### config.mk
export PLATFORM = sky130hd
export DESIGN_NAME = mmio_cpl_bridge
export DESIGN_NICKNAME = d
export VERILOG_FILES = /design/src/mmio_cpl_pkg.sv /design/src/mmio_req_dispatch.sv /design/src/csr_bank.sv /design/src/rsp_arbiter.sv /design/src/cpl_builder.sv /design/src/mmio_cpl_bridge.sv
export SDC_FILE = /design/constraint.sdc
export NUM_CORES = 2
export LEC_CHECK = 0
export BUFFER_PORTS_ARGS = -buffer_cell sky130_fd_sc_hd__buf_2
export CAP_MARGIN = 20
export CELL_PAD_IN_SITES_DETAIL_PLACEMENT = 1
export CELL_PAD_IN_SITES_GLOBAL_PLACEMENT = 1
export CORE_MARGIN = 4
export CORE_UTILIZATION = 48
export CTS_CLUSTER_SIZE = 12
export DETAILED_ROUTE_END_ITERATION = 8
export PLACE_DENSITY_LB_ADDON = 0.1
export REMOVE_ABC_BUFFERS = 1
export SETUP_SLACK_MARGIN = 0.3
export SKIP_CTS_REPAIR_TIMING = 1
export SLEW_MARGIN = 20
export SYNTH_ARGS = -nofsm -noshare
export SYNTH_HDL_FRONTEND = slang
export SYNTH_SLANG_ARGS = --single-unit
### constraint.sdc
create_clock -name clk -period 20.6 [get_ports clk]
set_input_delay 3.09 -clock clk [delete_from_list [all_inputs] [get_ports clk]]
set_output_delay 3.09 -clock clk [all_outputs]
set_load 0.01 [all_outputs]
### src/mmio_cpl_pkg.sv
// MMIO completion path shared widths, field types and record layouts
`default_nettype none

package mmio_cpl_pkg;

   // --------------------------------------------------
   // Sizing
   // --------------------------------------------------
   localparam int NUM_BANKS       = 4;
   localparam int REGS_PER_BANK   = 8;
   localparam int NUM_IMPL_REGS   = 6;
   localparam int NUM_TAGS        = 16;
   localparam int MAX_OUTSTANDING = 2;
   // Bank strobe to response valid
   localparam int READ_LATENCY    = 2;

   // Address field positions
   localparam int ADDR_DW_BIT     = 2;
   localparam int ADDR_REG_LSB    = 3;
   localparam int ADDR_BANK_LSB   = 6;

   // --------------------------------------------------
   // Field types
   // --------------------------------------------------
   typedef logic [$clog2(NUM_TAGS)-1:0]          t_tag;
   typedef logic [15:0]                          t_req_id;
   typedef logic [11:0]                          t_addr;
   typedef logic [63:0]                          t_data;
   typedef logic [$clog2(NUM_BANKS)-1:0]         t_bank_idx;
   typedef logic [$clog2(REGS_PER_BANK)-1:0]     t_reg_idx;
   typedef logic [2:0]                           t_cpl_status;
   typedef logic [$clog2(MAX_OUTSTANDING+1)-1:0] t_out_cnt;

   localparam t_out_cnt    OUT_MAX = t_out_cnt'(MAX_OUTSTANDING);
   // Completion status codes
   localparam t_cpl_status CPL_SC  = 3'd0;
   localparam t_cpl_status CPL_UR  = 3'd1;

   // --------------------------------------------------
   // Records
   // --------------------------------------------------
   // Host request header with length in dwords
   typedef struct packed {
      t_tag       tag;
      t_req_id    req_id;
      t_addr      addr;
      logic [1:0] length;
      logic [2:0] attr;
      logic [2:0] tc;
   } t_mmio_req;

   // Bank read result
   typedef struct packed {
      t_tag  tag;
      t_data data;
      logic  err;
   } t_bank_rsp;

   // Outgoing completion record
   typedef struct packed {
      t_tag        tag;
      t_req_id     req_id;
      t_cpl_status status;
      logic [6:0]  lower_addr;
      logic [1:0]  length;
      logic [11:0] byte_count;
      logic [2:0]  attr;
      logic [2:0]  tc;
      t_data       data;
   } t_cpl;

endpackage : mmio_cpl_pkg

`default_nettype wire

### src/mmio_req_dispatch.sv
// Request dispatcher decoding banks, tracking read headers by tag and throttling reads
`timescale 1ns/10ps
`default_nettype none

module mmio_req_dispatch (
   input  wire                                   clk,
   input  wire                                   rst_n,
   input  wire                                   i_req_rd,
   input  wire                                   i_req_wr,
   input  mmio_cpl_pkg::t_mmio_req               i_req,
   input  mmio_cpl_pkg::t_data                   i_wr_data,
   input  mmio_cpl_pkg::t_tag                    i_lookup_tag,
   input  wire                                   i_cpl_done,
   output logic [mmio_cpl_pkg::NUM_BANKS-1:0]    o_bank_rd,
   output logic [mmio_cpl_pkg::NUM_BANKS-1:0]    o_bank_wr,
   output mmio_cpl_pkg::t_reg_idx                o_reg_idx,
   output mmio_cpl_pkg::t_tag                    o_tag,
   output mmio_cpl_pkg::t_data                   o_wr_data,
   output mmio_cpl_pkg::t_mmio_req               o_lookup_req,
   output logic                                  o_busy
);
   import mmio_cpl_pkg::*;

   t_bank_idx              req_bank;
   logic [NUM_BANKS-1:0]   bank_sel;
   t_out_cnt               out_cnt;
   t_mmio_req              tag_tbl [NUM_TAGS];

   // --------------------------------------------------
   // Address decode
   // --------------------------------------------------
   assign req_bank = i_req.addr[ADDR_BANK_LSB +: $bits(t_bank_idx)];

   // One-hot bank select
   always_comb begin
      bank_sel           = '0;
      bank_sel[req_bank] = 1'b1;
   end

   // Strobes one cycle after the request
   always_ff @(posedge clk) begin
      if (!rst_n) begin
         o_bank_rd <= '0;
         o_bank_wr <= '0;
      end else begin
         o_bank_rd <= i_req_rd ? bank_sel : '0;
         o_bank_wr <= i_req_wr ? bank_sel : '0;
      end
   end

   // Offset, tag and data ride along with the strobe
   always_ff @(posedge clk) begin
      if (i_req_rd || i_req_wr) begin
         o_reg_idx <= i_req.addr[ADDR_REG_LSB +: $bits(t_reg_idx)];
         o_tag     <= i_req.tag;
         o_wr_data <= i_wr_data;
      end
   end

   // --------------------------------------------------
   // Tag tracker
   // --------------------------------------------------
   // Header kept per tag until the completion is built
   always_ff @(posedge clk) begin
      if (i_req_rd) begin
         tag_tbl[i_req.tag] <= i_req;
      end
   end

   // Same-cycle lookup for the builder
   assign o_lookup_req = tag_tbl[i_lookup_tag];

   // Reads in flight
   always_ff @(posedge clk) begin
      if (!rst_n) begin
         out_cnt <= '0;
      end else if (i_req_rd && !i_cpl_done) begin
         out_cnt <= t_out_cnt'(out_cnt + 1'b1);
      end else if (!i_req_rd && i_cpl_done) begin
         out_cnt <= t_out_cnt'(out_cnt - 1'b1);
      end
   end

   // Stop the requester at the limit
   assign o_busy = (out_cnt == OUT_MAX);

endmodule : mmio_req_dispatch

`default_nettype wire

### src/csr_bank.sv
// CSR bank with six 64-bit registers, fixed-latency read and a two-entry response queue
`timescale 1ns/10ps
`default_nettype none

module csr_bank (
   input  wire                        clk,
   input  wire                        rst_n,
   input  wire                        i_rd,
   input  wire                        i_wr,
   input  mmio_cpl_pkg::t_reg_idx     i_reg_idx,
   input  mmio_cpl_pkg::t_tag         i_tag,
   input  mmio_cpl_pkg::t_data        i_wr_data,
   input  wire                        i_rsp_ready,
   output logic                       o_rsp_valid,
   output mmio_cpl_pkg::t_bank_rsp    o_rsp
);
   import mmio_cpl_pkg::*;

   localparam int PIPE_STAGES = READ_LATENCY - 1;

   t_data                   regs [NUM_IMPL_REGS];
   t_data                   rd_val;
   logic                    rd_err;
   t_bank_rsp               pipe_q   [PIPE_STAGES];
   logic [PIPE_STAGES-1:0]  pipe_vld;
   t_bank_rsp               q_mem    [2];
   logic                    q_wr_ptr;
   logic                    q_rd_ptr;
   logic [1:0]              q_cnt;
   logic                    q_push;
   logic                    q_pop;

   // --------------------------------------------------
   // Register file
   // --------------------------------------------------
   always_ff @(posedge clk) begin
      if (!rst_n) begin
         for (int r = 0; r < NUM_IMPL_REGS; r++) begin
            regs[r] <= '0;
         end
      end else if (i_wr) begin
         for (int r = 0; r < NUM_IMPL_REGS; r++) begin
            if (i_reg_idx == t_reg_idx'(r)) regs[r] <= i_wr_data;
         end
      end
   end

   // Read mux flagging indices past the implemented set
   always_comb begin
      rd_err = (i_reg_idx >= t_reg_idx'(NUM_IMPL_REGS));
      rd_val = '0;
      for (int r = 0; r < NUM_IMPL_REGS; r++) begin
         if (i_reg_idx == t_reg_idx'(r)) rd_val = regs[r];
      end
   end

   // --------------------------------------------------
   // Read latency pipe
   // --------------------------------------------------
   always_ff @(posedge clk) begin
      if (!rst_n) begin
         pipe_vld <= '0;
      end else begin
         pipe_vld[0] <= i_rd;
         for (int s = 1; s < PIPE_STAGES; s++) pipe_vld[s] <= pipe_vld[s-1];
      end
   end

   always_ff @(posedge clk) begin
      pipe_q[0] <= '{tag: i_tag, data: rd_val, err: rd_err};
      for (int s = 1; s < PIPE_STAGES; s++) pipe_q[s] <= pipe_q[s-1];
   end

   // --------------------------------------------------
   // Response queue
   // --------------------------------------------------
   // Last queue write completes the read latency
   assign q_push      = pipe_vld[PIPE_STAGES-1];
   assign q_pop       = o_rsp_valid && i_rsp_ready;
   assign o_rsp_valid = (q_cnt != 2'd0);
   assign o_rsp       = q_mem[q_rd_ptr];

   always_ff @(posedge clk) begin
      if (q_push) q_mem[q_wr_ptr] <= pipe_q[PIPE_STAGES-1];
   end

   always_ff @(posedge clk) begin
      if (!rst_n) begin
         q_wr_ptr <= 1'b0;
         q_rd_ptr <= 1'b0;
         q_cnt    <= 2'd0;
      end else begin
         if (q_push) q_wr_ptr <= ~q_wr_ptr;
         if (q_pop)  q_rd_ptr <= ~q_rd_ptr;
         q_cnt <= 2'(q_cnt + {1'b0, q_push} - {1'b0, q_pop});
      end
   end

endmodule : csr_bank

`default_nettype wire

### src/rsp_arbiter.sv
// Round-robin arbiter draining bank responses toward the completion builder
`timescale 1ns/10ps
`default_nettype none

module rsp_arbiter (
   input  wire                                              clk,
   input  wire                                              rst_n,
   input  wire  [mmio_cpl_pkg::NUM_BANKS-1:0]               i_rsp_valid,
   input  mmio_cpl_pkg::t_bank_rsp [mmio_cpl_pkg::NUM_BANKS-1:0] i_rsp,
   input  wire                                              i_ready,
   output logic [mmio_cpl_pkg::NUM_BANKS-1:0]               o_rsp_ready,
   output logic                                             o_rsp_valid,
   output mmio_cpl_pkg::t_bank_rsp                          o_rsp
);
   import mmio_cpl_pkg::*;

   t_bank_idx  ptr_q;
   t_bank_idx  sel_idx;
   logic       sel_found;

   // --------------------------------------------------
   // Pick first valid bank from the pointer on
   // --------------------------------------------------
   always_comb begin : pick
      t_bank_idx idx;
      sel_found = 1'b0;
      sel_idx   = ptr_q;
      for (int off = 0; off < NUM_BANKS; off++) begin
         idx = t_bank_idx'(ptr_q + off);
         if (!sel_found && i_rsp_valid[idx]) begin
            sel_found = 1'b1;
            sel_idx   = idx;
         end
      end
   end : pick

   assign o_rsp_valid = sel_found;
   assign o_rsp       = i_rsp[sel_idx];

   // Grant only when the builder can load
   always_comb begin
      o_rsp_ready = '0;
      if (sel_found && i_ready) o_rsp_ready[sel_idx] = 1'b1;
   end

   // Skip past the winner
   always_ff @(posedge clk) begin
      if (!rst_n) begin
         ptr_q <= '0;
      end else if (sel_found && i_ready) begin
         ptr_q <= t_bank_idx'(sel_idx + 1'b1);
      end
   end

endmodule : rsp_arbiter

`default_nettype wire

### src/cpl_builder.sv
// Completion builder merging a bank response with its tracked request header
`timescale 1ns/10ps
`default_nettype none

module cpl_builder (
   input  wire                        clk,
   input  wire                        rst_n,
   input  wire                        i_rsp_valid,
   input  mmio_cpl_pkg::t_bank_rsp    i_rsp,
   input  mmio_cpl_pkg::t_mmio_req    i_lookup_req,
   input  wire                        i_cpl_ready,
   output logic                       o_rsp_ready,
   output mmio_cpl_pkg::t_tag         o_lookup_tag,
   output mmio_cpl_pkg::t_cpl         o_cpl,
   output logic                       o_cpl_valid,
   output logic                       o_cpl_done
);
   import mmio_cpl_pkg::*;

   logic   load;
   t_cpl   cpl_d;
   t_data  cpl_data;
   logic   dw_shift;

   // --------------------------------------------------
   // Header lookup
   // --------------------------------------------------
   // Tracker answers in the same cycle
   assign o_lookup_tag = i_rsp.tag;

   // Single dword from the upper half
   assign dw_shift = (i_lookup_req.length == 2'd1) && i_lookup_req.addr[ADDR_DW_BIT];

   always_comb begin
      if (dw_shift) begin
         cpl_data = {32'h0, i_rsp.data[63:32]};
      end else begin
         cpl_data = i_rsp.data;
      end
   end

   // Record fields
   always_comb begin
      cpl_d            = '0;
      cpl_d.tag        = i_rsp.tag;
      cpl_d.req_id     = i_lookup_req.req_id;
      cpl_d.status     = i_rsp.err ? CPL_UR : CPL_SC;
      cpl_d.lower_addr = i_lookup_req.addr[6:0];
      cpl_d.length     = i_lookup_req.length;
      // Dwords to bytes
      cpl_d.byte_count = {8'h0, i_lookup_req.length, 2'b00};
      cpl_d.attr       = i_lookup_req.attr;
      cpl_d.tc         = i_lookup_req.tc;
      cpl_d.data       = cpl_data;
   end

   // --------------------------------------------------
   // Output register
   // --------------------------------------------------
   // Load when empty or draining this cycle
   assign load        = !o_cpl_valid || i_cpl_ready;
   assign o_rsp_ready = load;
   assign o_cpl_done  = o_cpl_valid && i_cpl_ready;

   always_ff @(posedge clk) begin
      if (!rst_n) begin
         o_cpl_valid <= 1'b0;
      end else if (load) begin
         o_cpl_valid <= i_rsp_valid;
      end
   end

   // Record held while stalled
   always_ff @(posedge clk) begin
      if (load && i_rsp_valid) begin
         o_cpl <= cpl_d;
      end
   end

endmodule : cpl_builder

`default_nettype wire

### src/mmio_cpl_bridge.sv
// MMIO completion bridge top joining dispatcher, CSR banks, response arbiter and builder
`timescale 1ns/10ps
`default_nettype none

module mmio_cpl_bridge (
   input  wire                        clk,
   input  wire                        rst_n,
   input  wire                        i_req_rd,
   input  wire                        i_req_wr,
   input  mmio_cpl_pkg::t_mmio_req    i_req,
   input  mmio_cpl_pkg::t_data        i_wr_data,
   input  wire                        i_cpl_ready,
   output logic                       o_busy,
   output mmio_cpl_pkg::t_cpl         o_cpl,
   output logic                       o_cpl_valid
);
   import mmio_cpl_pkg::*;

   logic [NUM_BANKS-1:0]       bank_rd;
   logic [NUM_BANKS-1:0]       bank_wr;
   t_reg_idx                   reg_idx;
   t_tag                       tag;
   t_data                      wr_data;
   t_tag                       lookup_tag;
   t_mmio_req                  lookup_req;
   logic                       cpl_done;
   logic [NUM_BANKS-1:0]       bank_rsp_valid;
   t_bank_rsp [NUM_BANKS-1:0]  bank_rsp;
   logic [NUM_BANKS-1:0]       bank_rsp_ready;
   logic                       arb_valid;
   t_bank_rsp                  arb_rsp;
   logic                       arb_ready;

   mmio_req_dispatch dispatch_i (
      .clk (clk), .rst_n (rst_n),
      .i_req_rd (i_req_rd), .i_req_wr (i_req_wr), .i_req (i_req),
      .i_wr_data (i_wr_data), .i_lookup_tag (lookup_tag), .i_cpl_done (cpl_done),
      .o_bank_rd (bank_rd), .o_bank_wr (bank_wr), .o_reg_idx (reg_idx),
      .o_tag (tag), .o_wr_data (wr_data), .o_lookup_req (lookup_req), .o_busy (o_busy)
   );

   // --------------------------------------------------
   // CSR banks
   // --------------------------------------------------
   for (genvar b = 0; b < NUM_BANKS; b++) begin : g_bank
      csr_bank bank_i (
         .clk (clk), .rst_n (rst_n),
         .i_rd (bank_rd[b]), .i_wr (bank_wr[b]), .i_reg_idx (reg_idx),
         .i_tag (tag), .i_wr_data (wr_data), .i_rsp_ready (bank_rsp_ready[b]),
         .o_rsp_valid (bank_rsp_valid[b]), .o_rsp (bank_rsp[b])
      );
   end : g_bank

   rsp_arbiter arb_i (
      .clk (clk), .rst_n (rst_n),
      .i_rsp_valid (bank_rsp_valid), .i_rsp (bank_rsp), .i_ready (arb_ready),
      .o_rsp_ready (bank_rsp_ready), .o_rsp_valid (arb_valid), .o_rsp (arb_rsp)
   );

   cpl_builder builder_i (
      .clk (clk), .rst_n (rst_n),
      .i_rsp_valid (arb_valid), .i_rsp (arb_rsp), .i_lookup_req (lookup_req),
      .i_cpl_ready (i_cpl_ready), .o_rsp_ready (arb_ready), .o_lookup_tag (lookup_tag),
      .o_cpl (o_cpl), .o_cpl_valid (o_cpl_valid), .o_cpl_done (cpl_done)
   );

endmodule : mmio_cpl_bridge

`default_nettype wire

==> results.cfg <==
[synth]
synth_area_sq_um = 122000
ys_seq_area_share_pct = 72.6
synthTopCellsByCount = edfxtp_1 (2755), and2_1 (1558), nand2_1 (660)
synthCells = 8325
ys_types = 67
yosysWarningCount = 0
synth_most_common_cell = edfxtp_1
synth_edf_count = 2755
synth_top_cell_by_area = edfxtp_1
synth.avg_cell_area_sq_um = 14.7
synth_flop_cell = edfxtp_1
synth_top_area_share_pct = 67.7
synth_area_leaders = edfxtp_1 (68%), and2_1 (8.0%), dfxtp_1 (4.9%)
async_flop_share_pct = 0
ys_ff_latch = 3053

[global_route]
grt_max_degree = 178
grtUsageTotal_pct = 28.3
grt_pass1_wl_microns = 537000
antenna_found_initial = 34
grt_pass1_vias = 74700
grt-ovfl-total = 0

[critical_path]
crit_type = reg -> reg
r2r_slack_ns = 13.80
cpMostUsedCell = buf_4
cp_slowest_stage_delay_ns = 0.81
crit_family = buffers and inverters
path_max_fanout = 91
cp.buffers_inverters = 5
arrival_ns = 7.39
critPathSlowestCell = buf_4
cp-end-kind = register
critPathLaunchType = register
cp_cell_sequence = o21ba_1, and2_1, o31a_1, buf_4, inv_6, mux2i_1, mux2i_4, inv_6, buf_4, nand2_1, and3_1, a2111oi_0, o311a_4, buf_4, mux2i_1
cp.required_ns = 21.19

[sta]
relSlewSlack_pct = 21.2
tightest_slew_ns = 1.18
timing.fmax_ghz = 0.147
tns_ns = 0
setup_viol = 0
clock-skew-final_ns = 0.0586
period_needed_ns = 6.80
fin_crit_sh_pct = 33.0
slew_viol_final = 0
layout_setup_ws_ns = 13.80
grt_setup_unrepaired = no
hold_violations = 0

[routing]
detail_route.first_pass.iterations = 6
routed_wl_microns = 378000
drt_first_iter_violations = 7322
viasPerCell = 5.98
ant_nets = 0
dr_total_vias = 71800
drc_errors = 0
wl_per_cell_microns = 31.4

[pwr]
p_per_area_nw_per_um2 = 107
ir_worst_vdd_mv = 0.0970
p_leak_nw = 48.0

[floorplan]
pin_count = 225
fp-row-count = 184
core_sq_um = 252000
start_util_pct = 48.4
die_x_microns = 512
die_h_microns = 512
die-area_sq_um = 263000

[status]
outcome = finished, final reports clean

[clock_tree]
clk_pin_slew_ns = 0.06
numCtsBuffers = 340
clk_latency_ns = 0.95
clock_sinks = 3053
clockBufferDepth = 4
cts_tree = done
htree_num_levels = 5
clockRootBuffer = clkbuf_16

[placed_design]
dp_hpwl_microns = 200000
port_buffers = 208
routabilityCongestion = 0.760
pre_cts_slack_ns = 13.72

[cells_and_area]
area_growth_pct = 12.5
nNetsFinal = 8508
nFillCells = 23800
final_layout_size_suffix_gt1_share_pct = 12.1

[flow_run]
maxCapViolations = 0

[worst_hold_path]
hold_path.class = reg -> reg
## final cells by class
cell class                      instances  area, sq um  area share [%]
Sequential cell                      3053        88700            64.6
Multi-Input combinational cell       4481        30900            22.5
Clock buffer                          506         9840            7.16
Tap cell                             3348         4190            3.05
Timing Repair Buffer                  370         2440            1.78
Clock inverter                         92          673           0.490
Inverter                              140          546           0.397
Antenna cell                           17         42.5          0.0310
## cells in the final DEF, fill, tap and decap left out, types with 12 or more instances in the layout
cell       netlist  final
and2_1        1558   1552
nor2_4           1     38
edfxtp_1      2755   2755
nand2_1        660    636
nor2b_1        144    144
conb_1           1     12
a31oi_1         28     28
diode_2          0     17
mux2i_1        575    575
buf_4           15    150
nand3_1        240    240
mux4_2         124    124
clkbuf_1       553    103
clkbuf_8         0     56
dfxtp_1        298    294
a21oi_1        268    268
a311oi_1        59     59
xnor2_1         13     13
clkinv_2         0     29
nand2_4          0     24
inv_1          134    134
o22ai_1        122    122
a211oi_1       195    195
ha_1            13     13
and3_1          31     31
o221ai_1       138    138
nor2_1         217    180
clkinv_1         0     47
buf_2            7    207
clkbuf_16        0    347
## state kept, by name, indices dropped and copies added (netlist names), named ones only
name	flops
dispatch_i.o_wr_data	64
dispatch_i.o_reg_idx	3
builder_i.o_cpl	100
arb_i.ptr_q	2
dispatch_i.o_bank_rd	4
g_bank.bank_i.q_mem	552
dispatch_i.o_bank_wr	4
g_bank.bank_i.pipe_q	261
g_bank.bank_i.q_rd_ptr	4
g_bank.bank_i.pipe_vld	4
builder_i.o_cpl_valid	1
dispatch_i.tag_tbl	496
g_bank.bank_i.regs	1536
g_bank.bank_i.q_wr_ptr	4
g_bank.bank_i.q_cnt	8
dispatch_i.o_tag	4
dispatch_i.out_cnt	2
## path summary, 6_finish.rpt
path,from,end,cells after the start
worst min-delay path,dispatch_i.o_tag[1],g_bank[1].bank_i.pipe_q[0][66],0
worst max-delay path,arb_i.ptr_q[1],builder_i.o_cpl[6],15
worst min register to register,dispatch_i.o_tag[1],g_bank[1].bank_i.pipe_q[0][66],0
worst max register to register,arb_i.ptr_q[1],builder_i.o_cpl[6],15
## logic make-up after synthesis
group	count (synthesis)	share of synthesized area [%]
AOI/OAI and AO/OA	855	4.80
muxes	703	7.04
xor gates and xnor gates	14	0.100
other	1	0.00307
adders and majority gates	13	0.133
DFF	3053	72.6
and+or+nand+nor	2884	12.8
buffers and inverters	802	2.56
## layer usage
metal	vias up	track usage, %	part of all wire, %
li1	30400	-	-
met2	2659	48.8	50
met1	37900	37.1	40
met3	717	3.73	6.3
met4	2	9.65	3.7
met5	-	0	0.0034
## metrics by stage
| step | util, % | hold slack (ns) | cell area, sq um | instances | total power [mW] |
|---|---|---|---|---|---|
| 4_1_cts | 54.4 | 0.345 | 137000 | 12000 | 14.8 |
| 3_3_place_gp | 50.2 | 0.333 | 127000 | 11400 | 8.94 |
| 6_report | 54.4 | 0.343 | 137000 | 12000 | 14.7 |
| 3_5_place_dp | 50.2 | 0.331 | 127000 | 11400 | 9.00 |
| 5_1_grt | 54.4 | 0.350 | 137000 | 12000 | 15.2 |
| 2_1_floorplan | - | 0.323 | 120000 | 7674 | 8.50 |
## report_power, final
group          switching, mW  internal [mW]
Sequential             0.193           7.16
Clock                   2.39           3.41
Combinational           1.06          0.446
Power figures use the tool's default switching activity.
